**src/vec_cfg_pkg.sv**
```systemverilog
// Vector slice sizing constants
// Register file geometry, instruction id pool, scratch memory and unit latencies
package vec_cfg_pkg;

  // Register file geometry
  localparam int unsigned NrVRegs   = 8;
  localparam int unsigned NrElems   = 4;
  localparam int unsigned ElemWidth = 8;
  localparam int unsigned VRegWidth = NrElems * ElemWidth;

  // Pool of in-flight instruction ids, also bounds every PE queue
  localparam int unsigned NrVInsn  = 4;
  localparam int unsigned VidWidth = $clog2(NrVInsn);

  // PE indices on the done strobes
  localparam int unsigned NrPEs   = 2;
  localparam int unsigned PeArith = 0;
  localparam int unsigned PeLdst  = 1;

  // Scratch memory in 32-bit words
  localparam int unsigned MemWords    = 16;
  localparam int unsigned MemIdxWidth = $clog2(MemWords);

  // Cycles from start to retire
  localparam int unsigned ArithLatency  = 3;
  localparam int unsigned LdstLatency   = 2;
  localparam int unsigned ArithCntWidth = $clog2(ArithLatency);
  localparam int unsigned LdstCntWidth  = $clog2(LdstLatency);

  typedef logic [$clog2(NrVRegs)-1:0] vreg_idx_t;
  typedef logic [VidWidth-1:0]        vid_t;
  typedef logic [NrVInsn-1:0]         vmask_t;
  typedef logic [VRegWidth-1:0]       vreg_t;
  typedef logic [ArithCntWidth-1:0]   arith_cnt_t;
  typedef logic [LdstCntWidth-1:0]    ldst_cnt_t;

endpackage

```
**src/vec_isa_pkg.sv**
```systemverilog
// Vector instruction set
// Opcodes, unit selector, dispatcher and PE request formats
package vec_isa_pkg;

  typedef enum logic [3:0] {
    VADD,
    VSUB,
    VAND,
    VOR,
    VXOR,
    VMV_VX, // Broadcast low byte of the scalar
    VMV_XV, // Register to scalar, no destination
    VLE,
    VSE
  } vec_op_e;

  typedef enum logic {
    VFU_Arith,
    VFU_Ldst
  } vfu_e;

  // Request as it arrives from the dispatcher
  typedef struct packed {
    vec_op_e                op;
    vec_cfg_pkg::vreg_idx_t vs1;
    logic                   use_vs1;
    vec_cfg_pkg::vreg_idx_t vs2;
    logic                   use_vs2;
    vec_cfg_pkg::vreg_idx_t vd;
    logic                   use_vd;
    logic [31:0]            scalar_op;
  } vec_req_t;

  // Issued instruction with its id and the ids it must wait for
  typedef struct packed {
    vec_cfg_pkg::vid_t      id;
    vec_op_e                op;
    vfu_e                   vfu;
    vec_cfg_pkg::vreg_idx_t vs1;
    logic                   use_vs1;
    vec_cfg_pkg::vreg_idx_t vs2;
    logic                   use_vs2;
    vec_cfg_pkg::vreg_idx_t vd;
    logic                   use_vd;
    logic [31:0]            scalar_op;
    vec_cfg_pkg::vmask_t    hazard_vs1;
    vec_cfg_pkg::vmask_t    hazard_vs2;
    vec_cfg_pkg::vmask_t    hazard_vd;
  } pe_req_t;

  function automatic logic is_mem(vec_op_e op);
    return (op == VLE) || (op == VSE);
  endfunction

  // Loads, stores and scalar moves hold the dispatcher until a reply
  function automatic logic needs_reply(vec_op_e op);
    return is_mem(op) || (op == VMV_XV);
  endfunction

endpackage

```
**src/vec_pe_if.sv**
```systemverilog
// Sequencer to PE link
// Carries the issued instruction, the running id set and per-PE retire strobes
interface vec_pe_if;

  // One-cycle issue strobe, PEs never push back
  logic                 issue_valid;
  vec_isa_pkg::pe_req_t req;

  // Ids still in flight anywhere in the slice
  vec_cfg_pkg::vmask_t running;

  // Retire strobe and id, one pair per PE
  logic              done_valid [vec_cfg_pkg::NrPEs];
  vec_cfg_pkg::vid_t done_id    [vec_cfg_pkg::NrPEs];

  modport seq (
    output issue_valid, req, running,
    input  done_valid, done_id
  );

  modport pe (
    input  issue_valid, req, running,
    output done_valid, done_id
  );

endinterface

```
**src/vec_sequencer.sv**
```systemverilog
// Vector instruction sequencer
// Allocates ids, tracks register accesses, builds hazard masks and replies to the dispatcher
module vec_sequencer (
  input  logic                  clk_i,
  input  logic                  rst_ni,
  input  vec_isa_pkg::vec_req_t req_i,
  input  logic                  req_valid_i,
  output logic                  req_ready_o,
  output logic                  resp_valid_o,
  output logic [31:0]           resp_data_o,
  output logic                  resp_error_o,
  input  logic                  ldst_ack_i,
  input  logic                  ldst_error_i,
  input  logic                  scalar_valid_i,
  input  vec_cfg_pkg::vreg_t    scalar_i,
  vec_pe_if.seq                 pe
);

  typedef enum logic {
    IDLE,
    WAIT
  } state_e;

  // Last writer of a register
  typedef struct packed {
    vec_cfg_pkg::vid_t vid;
    logic              valid;
  } vreg_access_t;

  state_e state_q, state_d;

  vec_cfg_pkg::vmask_t running_q, running_d;
  vec_cfg_pkg::vmask_t done_mask;
  vec_cfg_pkg::vmask_t next_onehot;
  vec_cfg_pkg::vid_t   next_id;
  logic                full;
  logic                accept;
  logic                reply;

  // Writer per register, readers as a mask so that every pending reader is seen
  vreg_access_t        write_list_q [vec_cfg_pkg::NrVRegs];
  vreg_access_t        write_list_d [vec_cfg_pkg::NrVRegs];
  vec_cfg_pkg::vmask_t read_mask_q  [vec_cfg_pkg::NrVRegs];
  vec_cfg_pkg::vmask_t read_mask_d  [vec_cfg_pkg::NrVRegs];

  vec_cfg_pkg::vmask_t  haz_vs1, haz_vs2, haz_vd;
  vec_isa_pkg::pe_req_t req_d, req_q;
  logic                 issue_valid_q;
  logic                 resp_valid_q;
  logic                 resp_error_q;
  logic [31:0]          resp_data_q;

  // Lowest free id
  always_comb begin
    next_id = '0;
    for (int i = vec_cfg_pkg::NrVInsn - 1; i >= 0; i--) begin
      if (!running_q[i]) next_id = vec_cfg_pkg::vid_t'(i);
    end
  end

  assign next_onehot = vec_cfg_pkg::vmask_t'(1) << next_id;
  assign full        = &running_q;

  // Stall on a full pool or while a reply is pending
  assign req_ready_o = (state_q == IDLE) && !full;
  assign accept      = req_valid_i && req_ready_o;
  assign reply       = (state_q == WAIT) && (ldst_ack_i || scalar_valid_i);

  // Retired ids from both PEs
  always_comb begin
    done_mask = '0;
    for (int p = 0; p < vec_cfg_pkg::NrPEs; p++) begin
      if (pe.done_valid[p]) done_mask[pe.done_id[p]] = 1'b1;
    end
  end

  assign running_d = (running_q & ~done_mask) | (accept ? next_onehot : '0);

  always_comb begin
    haz_vs1 = '0;
    haz_vs2 = '0;
    haz_vd  = '0;
    // Drop accesses of ids that already left
    for (int r = 0; r < vec_cfg_pkg::NrVRegs; r++) begin
      write_list_d[r]       = write_list_q[r];
      write_list_d[r].valid = write_list_q[r].valid && running_q[write_list_q[r].vid];
      read_mask_d[r]        = read_mask_q[r] & running_q;
    end
    // RAW on the sources
    if (req_i.use_vs1 && write_list_d[req_i.vs1].valid)
      haz_vs1[write_list_d[req_i.vs1].vid] = 1'b1;
    if (req_i.use_vs2 && write_list_d[req_i.vs2].valid)
      haz_vs2[write_list_d[req_i.vs2].vid] = 1'b1;
    // WAR and WAW on the destination
    if (req_i.use_vd) begin
      haz_vd = read_mask_d[req_i.vd];
      if (write_list_d[req_i.vd].valid) haz_vd[write_list_d[req_i.vd].vid] = 1'b1;
    end
    // Record the new access after the masks are taken
    if (accept) begin
      if (req_i.use_vd) write_list_d[req_i.vd] = '{vid: next_id, valid: 1'b1};
      if (req_i.use_vs1) read_mask_d[req_i.vs1] |= next_onehot;
      if (req_i.use_vs2) read_mask_d[req_i.vs2] |= next_onehot;
    end
  end

  assign req_d = '{
    id:         next_id,
    op:         req_i.op,
    vfu:        vec_isa_pkg::is_mem(req_i.op) ? vec_isa_pkg::VFU_Ldst : vec_isa_pkg::VFU_Arith,
    vs1:        req_i.vs1,
    use_vs1:    req_i.use_vs1,
    vs2:        req_i.vs2,
    use_vs2:    req_i.use_vs2,
    vd:         req_i.vd,
    use_vd:     req_i.use_vd,
    scalar_op:  req_i.scalar_op,
    hazard_vs1: haz_vs1,
    hazard_vs2: haz_vs2,
    hazard_vd:  haz_vd
  };

  always_comb begin
    state_d = state_q;
    case (state_q)
      IDLE: if (accept && vec_isa_pkg::needs_reply(req_i.op)) state_d = WAIT;
      WAIT: if (reply) state_d = IDLE;
      default: state_d = IDLE;
    endcase
  end

  always_ff @(posedge clk_i or negedge rst_ni) begin
    if (!rst_ni) begin
      state_q       <= IDLE;
      running_q     <= '0;
      issue_valid_q <= 1'b0;
      resp_valid_q  <= 1'b0;
      for (int r = 0; r < vec_cfg_pkg::NrVRegs; r++) begin
        write_list_q[r] <= '0;
        read_mask_q[r]  <= '0;
      end
    end else begin
      state_q       <= state_d;
      running_q     <= running_d;
      issue_valid_q <= accept;
      resp_valid_q  <= reply;
      write_list_q  <= write_list_d;
      read_mask_q   <= read_mask_d;
    end
  end

  // Issued instruction and reply payload
  always_ff @(posedge clk_i) begin
    if (accept) req_q <= req_d;
    if (reply) begin
      resp_data_q  <= scalar_valid_i ? scalar_i : '0;
      resp_error_q <= ldst_ack_i && ldst_error_i;
    end
  end

  assign pe.issue_valid = issue_valid_q;
  assign pe.req         = req_q;
  assign pe.running     = running_q;

  assign resp_valid_o = resp_valid_q;
  assign resp_data_o  = resp_data_q;
  assign resp_error_o = resp_error_q;

endmodule

```
**src/vec_arith_unit.sv**
```systemverilog
// Arithmetic PE
// Owns the vector register file and runs byte-lane operations in order
module vec_arith_unit (
  input  logic                   clk_i,
  input  logic                   rst_ni,
  vec_pe_if.pe                   pe,
  input  vec_cfg_pkg::vreg_idx_t rd_idx_i,
  output vec_cfg_pkg::vreg_t     rd_data_o,
  input  logic                   wr_valid_i,
  input  vec_cfg_pkg::vreg_idx_t wr_idx_i,
  input  vec_cfg_pkg::vreg_t     wr_data_i,
  output logic                   scalar_valid_o,
  output vec_cfg_pkg::vreg_t     scalar_o
);

  vec_cfg_pkg::vreg_t   vreg_q [vec_cfg_pkg::NrVRegs];
  vec_isa_pkg::pe_req_t q_req  [vec_cfg_pkg::NrVInsn];
  vec_cfg_pkg::vmask_t  q_haz  [vec_cfg_pkg::NrVInsn];

  logic [vec_cfg_pkg::VidWidth-1:0] wr_ptr_q, rd_ptr_q;
  logic [vec_cfg_pkg::VidWidth:0]   count_q;
  logic                             busy_q;
  vec_cfg_pkg::arith_cnt_t          cnt_q;

  logic                 push, start, retire;
  vec_isa_pkg::pe_req_t head;
  vec_cfg_pkg::vreg_t   opa, opb, result;

  assign push   = pe.issue_valid && (pe.req.vfu == vec_isa_pkg::VFU_Arith);
  assign head   = q_req[rd_ptr_q];
  // Head starts once all ids it waits on have left the running set
  assign start  = !busy_q && (count_q != '0) && ((q_haz[rd_ptr_q] & pe.running) == '0);
  assign retire = busy_q && (cnt_q == '0);

  always_ff @(posedge clk_i or negedge rst_ni) begin
    if (!rst_ni) begin
      wr_ptr_q <= '0;
      rd_ptr_q <= '0;
      count_q  <= '0;
      busy_q   <= 1'b0;
      cnt_q    <= '0;
    end else begin
      if (push) wr_ptr_q <= wr_ptr_q + 1'b1;
      if (retire) rd_ptr_q <= rd_ptr_q + 1'b1;
      if (push && !retire) count_q <= count_q + 1'b1;
      else if (!push && retire) count_q <= count_q - 1'b1;
      if (start) begin
        busy_q <= 1'b1;
        cnt_q  <= vec_cfg_pkg::arith_cnt_t'(vec_cfg_pkg::ArithLatency - 1);
      end else if (retire) begin
        busy_q <= 1'b0;
      end else if (busy_q) begin
        cnt_q <= cnt_q - 1'b1;
      end
    end
  end

  // Hazard bits fall away as soon as their id is seen idle, so a reused id is never waited on
  always_ff @(posedge clk_i) begin
    for (int i = 0; i < vec_cfg_pkg::NrVInsn; i++) q_haz[i] <= q_haz[i] & pe.running;
    if (push) begin
      q_req[wr_ptr_q] <= pe.req;
      q_haz[wr_ptr_q] <= (pe.req.hazard_vs1 | pe.req.hazard_vs2 | pe.req.hazard_vd) & pe.running;
    end
  end

  assign opa = vreg_q[head.vs1];
  assign opb = vreg_q[head.vs2];

  // Per-byte result, vs2 op vs1, wrapping
  always_comb begin
    result = '0;
    for (int e = 0; e < vec_cfg_pkg::NrElems; e++) begin
      logic [vec_cfg_pkg::ElemWidth-1:0] a, b, r;
      a = opa[e*vec_cfg_pkg::ElemWidth +: vec_cfg_pkg::ElemWidth];
      b = opb[e*vec_cfg_pkg::ElemWidth +: vec_cfg_pkg::ElemWidth];
      case (head.op)
        vec_isa_pkg::VADD:   r = b + a;
        vec_isa_pkg::VSUB:   r = b - a;
        vec_isa_pkg::VAND:   r = b & a;
        vec_isa_pkg::VOR:    r = b | a;
        vec_isa_pkg::VXOR:   r = b ^ a;
        vec_isa_pkg::VMV_VX: r = head.scalar_op[vec_cfg_pkg::ElemWidth-1:0];
        default:             r = b;
      endcase
      result[e*vec_cfg_pkg::ElemWidth +: vec_cfg_pkg::ElemWidth] = r;
    end
  end

  // Arithmetic write-back and load write port
  always_ff @(posedge clk_i) begin
    if (retire && head.use_vd) vreg_q[head.vd] <= result;
    if (wr_valid_i) vreg_q[wr_idx_i] <= wr_data_i;
  end

  // Store read port
  assign rd_data_o = vreg_q[rd_idx_i];

  assign scalar_valid_o = retire && (head.op == vec_isa_pkg::VMV_XV);
  assign scalar_o       = opb;

  assign pe.done_valid[vec_cfg_pkg::PeArith] = retire;
  assign pe.done_id[vec_cfg_pkg::PeArith]    = head.id;

endmodule

```
**src/vec_ldst_unit.sv**
```systemverilog
// Load/store PE
// Scratch memory with address check, in-order loads and stores over the register ports
module vec_ldst_unit (
  input  logic                   clk_i,
  input  logic                   rst_ni,
  vec_pe_if.pe                   pe,
  output vec_cfg_pkg::vreg_idx_t rd_idx_o,
  input  vec_cfg_pkg::vreg_t     rd_data_i,
  output logic                   wr_valid_o,
  output vec_cfg_pkg::vreg_idx_t wr_idx_o,
  output vec_cfg_pkg::vreg_t     wr_data_o,
  output logic                   ack_o,
  output logic                   error_o
);

  vec_cfg_pkg::vreg_t   mem_q [vec_cfg_pkg::MemWords];
  vec_isa_pkg::pe_req_t q_req [vec_cfg_pkg::NrVInsn];
  vec_cfg_pkg::vmask_t  q_haz [vec_cfg_pkg::NrVInsn];

  logic [vec_cfg_pkg::VidWidth-1:0] wr_ptr_q, rd_ptr_q;
  logic [vec_cfg_pkg::VidWidth:0]   count_q;
  logic                             busy_q;
  vec_cfg_pkg::ldst_cnt_t           cnt_q;

  logic                                push, start, retire;
  vec_isa_pkg::pe_req_t                head;
  logic [31:0]                         addr;
  logic                                addr_err;
  logic [vec_cfg_pkg::MemIdxWidth-1:0] word_idx;

  assign push   = pe.issue_valid && (pe.req.vfu == vec_isa_pkg::VFU_Ldst);
  assign head   = q_req[rd_ptr_q];
  assign start  = !busy_q && (count_q != '0) && ((q_haz[rd_ptr_q] & pe.running) == '0);
  assign retire = busy_q && (cnt_q == '0);

  // Byte address, must be word aligned and inside the memory
  assign addr     = head.scalar_op;
  assign addr_err = (addr[1:0] != 2'b00) || ((addr >> 2) >= 32'(vec_cfg_pkg::MemWords));
  assign word_idx = addr[2 +: vec_cfg_pkg::MemIdxWidth];

  always_ff @(posedge clk_i or negedge rst_ni) begin
    if (!rst_ni) begin
      wr_ptr_q <= '0;
      rd_ptr_q <= '0;
      count_q  <= '0;
      busy_q   <= 1'b0;
      cnt_q    <= '0;
      for (int w = 0; w < vec_cfg_pkg::MemWords; w++) mem_q[w] <= '0;
    end else begin
      if (push) wr_ptr_q <= wr_ptr_q + 1'b1;
      if (retire) rd_ptr_q <= rd_ptr_q + 1'b1;
      if (push && !retire) count_q <= count_q + 1'b1;
      else if (!push && retire) count_q <= count_q - 1'b1;
      if (start) begin
        busy_q <= 1'b1;
        cnt_q  <= vec_cfg_pkg::ldst_cnt_t'(vec_cfg_pkg::LdstLatency - 1);
      end else if (retire) begin
        busy_q <= 1'b0;
      end else if (busy_q) begin
        cnt_q <= cnt_q - 1'b1;
      end
      // Faulting stores leave memory untouched
      if (retire && !addr_err && (head.op == vec_isa_pkg::VSE)) mem_q[word_idx] <= rd_data_i;
    end
  end

  always_ff @(posedge clk_i) begin
    for (int i = 0; i < vec_cfg_pkg::NrVInsn; i++) q_haz[i] <= q_haz[i] & pe.running;
    if (push) begin
      q_req[wr_ptr_q] <= pe.req;
      q_haz[wr_ptr_q] <= (pe.req.hazard_vs1 | pe.req.hazard_vs2 | pe.req.hazard_vd) & pe.running;
    end
  end

  // Store data comes from vs2, loads write vd on retire
  assign rd_idx_o   = head.vs2;
  assign wr_valid_o = retire && !addr_err && (head.op == vec_isa_pkg::VLE);
  assign wr_idx_o   = head.vd;
  assign wr_data_o  = mem_q[word_idx];

  // Acknowledge lines up with the done strobe
  assign ack_o   = retire;
  assign error_o = retire && addr_err;

  assign pe.done_valid[vec_cfg_pkg::PeLdst] = retire;
  assign pe.done_id[vec_cfg_pkg::PeLdst]    = head.id;

endmodule

```
**src/vec_top.sv**
```systemverilog
// Vector slice top level
// Sequencer, arithmetic PE and load/store PE behind a flat dispatcher port
module vec_top (
  input  logic                   clk_i,
  input  logic                   rst_ni,
  input  logic                   req_valid_i,
  output logic                   req_ready_o,
  input  vec_isa_pkg::vec_op_e   req_op_i,
  input  vec_cfg_pkg::vreg_idx_t req_vs1_i,
  input  logic                   req_use_vs1_i,
  input  vec_cfg_pkg::vreg_idx_t req_vs2_i,
  input  logic                   req_use_vs2_i,
  input  vec_cfg_pkg::vreg_idx_t req_vd_i,
  input  logic                   req_use_vd_i,
  input  logic [31:0]            req_scalar_i,
  output logic                   resp_valid_o,
  output logic [31:0]            resp_data_o,
  output logic                   resp_error_o
);

  vec_isa_pkg::vec_req_t  req;
  vec_cfg_pkg::vreg_idx_t rd_idx, wr_idx;
  vec_cfg_pkg::vreg_t     rd_data, wr_data, scalar;
  logic                   wr_valid, ldst_ack, ldst_error, scalar_valid;

  vec_pe_if pe_if ();

  assign req = '{
    op:        req_op_i,
    vs1:       req_vs1_i,
    use_vs1:   req_use_vs1_i,
    vs2:       req_vs2_i,
    use_vs2:   req_use_vs2_i,
    vd:        req_vd_i,
    use_vd:    req_use_vd_i,
    scalar_op: req_scalar_i
  };

  vec_sequencer i_sequencer (
    .clk_i,
    .rst_ni,
    .req_i          (req),
    .req_valid_i,
    .req_ready_o,
    .resp_valid_o,
    .resp_data_o,
    .resp_error_o,
    .ldst_ack_i     (ldst_ack),
    .ldst_error_i   (ldst_error),
    .scalar_valid_i (scalar_valid),
    .scalar_i       (scalar),
    .pe             (pe_if.seq)
  );

  vec_arith_unit i_arith (
    .clk_i,
    .rst_ni,
    .pe             (pe_if.pe),
    .rd_idx_i       (rd_idx),
    .rd_data_o      (rd_data),
    .wr_valid_i     (wr_valid),
    .wr_idx_i       (wr_idx),
    .wr_data_i      (wr_data),
    .scalar_valid_o (scalar_valid),
    .scalar_o       (scalar)
  );

  vec_ldst_unit i_ldst (
    .clk_i,
    .rst_ni,
    .pe         (pe_if.pe),
    .rd_idx_o   (rd_idx),
    .rd_data_i  (rd_data),
    .wr_valid_o (wr_valid),
    .wr_idx_o   (wr_idx),
    .wr_data_o  (wr_data),
    .ack_o      (ldst_ack),
    .error_o    (ldst_error)
  );

endmodule

```
**config.mk**
```make
export PLATFORM = sky130hd
export DESIGN_NAME = vec_top
export DESIGN_NICKNAME = d
export VERILOG_FILES = /design/src/vec_cfg_pkg.sv /design/src/vec_isa_pkg.sv /design/src/vec_pe_if.sv /design/src/vec_sequencer.sv /design/src/vec_arith_unit.sv /design/src/vec_ldst_unit.sv /design/src/vec_top.sv
export SDC_FILE = /design/constraint.sdc
export NUM_CORES = 2
export LEC_CHECK = 0
export BUFFER_PORTS_ARGS = -buffer_cell sky130_fd_sc_hd__buf_2
export CAP_MARGIN = 20
export CORE_ASPECT_RATIO = 1.75
export CORE_UTILIZATION = 57
export DETAILED_ROUTE_END_ITERATION = 8
export PLACE_DENSITY = 0.77
export SLEW_MARGIN = 15
export SYNTH_ARGS = -nofsm -noshare
export SYNTH_HDL_FRONTEND = slang
export SYNTH_SLANG_ARGS = --single-unit
```
**constraint.sdc**
```tcl
create_clock -name clk_i -period 4.5 [get_ports clk_i]
set_input_delay 0.225 -clock clk_i [delete_from_list [all_inputs] [get_ports clk_i]]
set_output_delay 0.225 -clock clk_i [all_outputs]
set_load 0.05 [all_outputs]
```
; Yosys cells after proc, flatten, opt, wreduce, memory -nomap -nowiden
; Memory sizes are Yosys's and may differ from the RTL's.
; Index checks and enable logic that the tools add are counted.
[word_totals]
in_bits = 51
memories = 5
mem_bits_rw = 792
elab_cells = 354
ff_bits = 690
[classes]
n_bitwise = 47
reduce_logical = 71
add_sub_neg = 18
n_shift = 1
mux = 103
n_eq_ne = 13
n_lt_le_gt_ge = 27
[memory_table]
columns = name, depth, word_bits, rd, rd_clocked_by_memory_dff, wr, line
row1 = i_arith.vreg_q, 8, 32, 3, 0, 2, vec_arith_unit.sv:16  ; vec_cfg_pkg::vreg_t vreg_q [vec_cfg_pkg::NrVRegs];
row2 = i_arith.q_req, 4, 63, 1, 0, 1, vec_arith_unit.sv:17  ; vec_isa_pkg::pe_req_t q_req [vec_cfg_pkg::NrVInsn];
row3 = i_ldst.q_req, 4, 63, 1, 0, 1, vec_ldst_unit.sv:17  ; vec_isa_pkg::pe_req_t q_req [vec_cfg_pkg::NrVInsn];
row4 = i_arith.q_haz, 4, 4, 5, 0, 5, vec_arith_unit.sv:18  ; vec_cfg_pkg::vmask_t q_haz [vec_cfg_pkg::NrVInsn];
row5 = i_ldst.q_haz, 4, 4, 5, 0, 5, vec_ldst_unit.sv:18  ; vec_cfg_pkg::vmask_t q_haz [vec_cfg_pkg::NrVInsn];
[ops]
columns = cell, count
row1 = $bwmux 512, 1
row2 = $mux 32, 7
row3 = $pmux 8 s6, 4
row4 = $bmux 32 s4, 1
row5 = $demux 32 s4, 1
row6 = $and 4x4->4, 20
row7 = $bwmux 32, 2
row8 = $mux 4, 12
row9 = $mux 22, 2
row10 = $logic_and 1x1->1, 42
row11 = $lt 2x3->1 const B, 13
row12 = $bmux 4 s3, 3
row13 = $mux 3, 11
row14 = $add 8x8->8, 4
row15 = $and 8x8->8, 4
row16 = $or 8x8->8, 4
row17 = $sub 8x8->8, 4
row18 = $xor 8x8->8, 4
row19 = $mux 1, 31
row20 = $ge 30x5->1 const B, 1
row21 = $or 4x4->4, 7
row22 = $bmux 3 s3, 3
row23 = $bwmux 24, 1
row24 = $demux 4 s3, 2
row25 = 33 further kinds, 96

; Logic depth before layout (Yosys ltp)
[depth]
ltp_word = 16
ltp_mapped = 22
depth_no_buf = 18

; Least setup slack after synthesis
; No wires, ideal clock.
[synth_path]
path_type = reg-to-reg
start = register i_sequencer.running_q[3], in the netlist i_sequencer.pe.running[3]
end = register i_sequencer.read_mask_q[24] (netlist name)
setup_slack_ns = -0.431
arrival_ns = 4.836
setup_ns = 0.094
stages_incl_launch_ff = 10
period_less_slack_ns = 4.931
path_cell_list = dfrtp_1 -> clkbuf_1 -> clkbuf_1 -> a41oi_1 -> nand2_1 -> inv_1 -> clkbuf_1 -> clkbuf_1 -> o21ai_0 -> a22oi_1
[synth_rtl]
columns = item, line
row1 = start: declaration, vec_sequencer.sv:32  ; vec_cfg_pkg::vmask_t running_q, running_d;
row2 = start signal: assignment, vec_sequencer.sv:144  ; running_q <= running_d;
row3 = end signal: assignment, vec_sequencer.sv:148  ; read_mask_q <= read_mask_d;
row4 = end: declaration, vec_sequencer.sv:43  ; vec_cfg_pkg::vmask_t read_mask_q [vec_cfg_pkg::NrVRegs];

==> metrics <==
largest net degree at the start of global routing=195; Mapped Avg Cell Area=12.22 sq um; ANT nets after route=0; Syn-to-layout area delta=15.50%; vias in the first global route=46520; pwr dens=310.8 nW/um^2; Inst Count DP=6540; DR vias=44570; initial antenna violation count=3; Final Hold Vio Count=0; min setup slack post-route=-0.1661 ns; GPL Wtd Cong=0.9815; peak supply drop=373.3 uV; Hold WC Path Type=input port to register; Area contributors post-synth=edfxtp_1 30%, dfrtp_1 24%, mux4_2 12%; CTS tree=done; first-pass GRT wire length=276200 um; die area=109300 sq um; critical path type=register to register; Yosys Warn Count=0; fin crit period=4.666 ns; failing checks=negative setup slack; DR vias/cell=6.531; Core ar.=107200 sq um; setup TNS=-2.979 ns; Max Cap Viol=0; detailed placement HPWL=122600 um; Final period util=103.7%; drt initial violations=4351; maximum clock insertion buffer count=3; register bit count reported by yosys=1248; Mapped Cells=5034; Critical Path RT=4.96 ns; # DRC=0; outcome=finished, violations left; Hold Slack=0.05550 ns; row cnt=159; Synth top area share=30.35%; Critical Path Source Type=register; worst path arrival time=5.12 ns; CTS H-tree lvls=3; Final Slew Violations=0; TritonCTS buffer count=109; fin area=71070 sq um; RSZ-0062 raised after global routing=true; syn_nets=5197; actual slew at the worst max-slew pin=1.166 ns; total routed wirelength=183000 um; Synth area leader=edfxtp_1; fillers=7537; grt ovf=0; Synth Flop Type=edfxtp_1; most common cell after layout, fill and taps aside=nand2_1; most frequent cells in the layout=784 x nand2_1, 622 x edfxtp_1, 592 x dfrtp_1; Async SR Flop Fraction=47.60%; Synth cell types=73; crit path capture type=register; Die Y=436.7 um; number of synthesized flops with an enable pin=622; Die W=250.4 um; Total GRT Usage=33.86%; post-DR wirelength/cell=26.81 um; Post-Route Skew=0.03751 ns; layout cells sized above 1=23.44%; worst-path fanout max=8; Leak Pwr=0.02844 uW; Placed Area=65860 sq um; fin cells=6825; Final nets=5525; FMAX=214.3 MHz; setup violators final=51; Worst-Skew Late Latency=0.75 ns; clock sinks=1248; Final Power=22090 uW; Initial Utilization=57.39%; drt first pass iters=6; I/O pin count=86; # port buffers=85; Worst-path clk slew=0.07 ns; Root Driver=clkbuf_16; Seq/Total Area, Yosys=55.55%; Slew HR=22.27%; Post-Synthesis Cell Area=61540 sq um
[cell families after synthesis]
group | Yosys count | share of synthesized area [%]
xor gates and xnor gates | 62 | 0.8825
buffers and inverters | 462 | 3.119
and+or+nand+nor | 1249 | 8.428
muxes | 722 | 18.47
adders and majority gates | 112 | 2.351
AOI/OAI and AO/OA | 1179 | 11.20
DFF | 1248 | 55.55
[synthesized netlist by cell type, drive strengths merged, types with 9 or more instances]
master  instances
a211oi         33
a21o           16
a21oi         163
a221o          10
a221oi         30
a22o           18
a22oi          93
a31oi          25
and2           17
and3           10
buf           124
clkbuf        247
dfrtp         594
dfxtp          32
edfxtp        622
ha            106
inv            89
mux2           60
mux2i         337
mux4          325
nand2         814
nand2b         17
nand3          36
nand4          11
nor2          235
nor2b          30
nor3           30
nor4           22
o211a          16
o21ai         701
o22ai          17
o31ai           9
xnor2          46
xor2           16
[cell type report]
class | count | area, sq um | share of cell area [%]
clock buffers | 139 | 2964 | 4.171
well taps | 1368 | 1712 | 2.408
repair buffers | 588 | 5015 | 7.056
diodes | 4 | 10.01 | 0.01408
inverters | 91 | 341.6 | 0.4806
flip-flops and latches | 1248 | 34190 | 48.10
clock inverters | 63 | 788.3 | 1.109
multi-input cells | 3324 | 26060 | 36.66
[metal layers]
metal	track usage [%]	vias to the layer above	share of wire [%]
met4	26.85	0	9.3
met5	0	-	0
met1	36.96	22180	33
li1	-	19370	-
met2	58.78	2235	51
met3	5.038	792	7.0
[metrics by stage]
stage | utilization, % | worst slack, ns
after floorplan | - | 0.01271
after global placement | 61.42 | -0.1851
after detailed placement | 61.42 | -0.2490
after CTS | 65.80 | -0.1157
after global routing | 66.27 | -0.2623
final | 66.28 | -0.1661
[what timing repair did]
action,CTS,global route
buffers inserted,17,15
endpoints found under the setup margin,142,176
hold buffers,46,0
gates cloned,3,1
pin swaps,36,81
hold endpoints to repair,299,0
resized for setup,55,115
[power by group]
group | internal (uW) | switching (uW) | leakage (uW)
combinational | 87.4 | 215 | 0.0126
clock | 5510 | 4380 | 0.00182
sequential | 11900 | 0 | 0.0140
total | 17500 | 4590 | 0.0284
[state kept, by name, summed over array words and instances, names as in the netlist, 2 cells and up]
| signal | flops |
|---|---|
| i_arith.cnt_q | 2 |
| i_arith.count_q | 3 |
| i_arith.q_haz | 16 |
| i_arith.q_req | 96 |
| i_arith.rd_ptr_q | 2 |
| i_arith.vreg_q | 256 |
| i_arith.wr_ptr_q | 2 |
| i_ldst.count_q | 3 |
| i_ldst.mem_q | 512 |
| i_ldst.q_haz | 16 |
| i_ldst.q_req | 176 |
| i_ldst.rd_ptr_q | 2 |
| i_ldst.wr_ptr_q | 2 |
| i_sequencer.pe.req | 61 |
| i_sequencer.pe.running | 4 |
| i_sequencer.read_mask_q | 32 |
| i_sequencer.resp_data_o | 32 |
| i_sequencer.write_list_q | 24 |
[worst paths after layout]
check | end | startpoint | slack [ns] | cells past startpoint
hold reg to reg | i_ldst.count_q[2] | i_ldst.count_q[2] | 0.47 | 1
setup / recovery | i_arith.vreg_q[7][7] | i_arith.rd_ptr_q[0] | -0.17 | 21
hold / removal | i_sequencer.pe.req[49] | req_vs2_i[0] | 0.06 | 1
max in group asynchronous | i_ldst.mem_q[173] | rst_ni | 3.26 | 3
min in group asynchronous | i_sequencer.resp_valid_o | rst_ni | 0.18 | 3
setup reg to reg | i_arith.vreg_q[7][7] | i_arith.rd_ptr_q[0] | -0.17 | 21
[worst max-delay path, stage by stage (launching register included)]
cell,delay (ns)
dfrtp_2,0.39
buf_6,0.14
mux4_2,0.58
buf_12,0.18
buf_6,0.11
mux2i_1,0.11
a22o_1,0.22
a221o_1,0.35
ha_4,0.21
nor2_4,0.12
xor2_2,0.21
ha_4,0.24
a21oi_2,0.15
o21ai_2,0.08
a21o_1,0.16
a21o_1,0.22
a31oi_4,0.23
xnor2_2,0.11
xnor2_2,0.19
a21oi_2,0.16
buf_6,0.16
mux2i_1,0.09
Note: power is estimated with default switching activity, not from simulation.
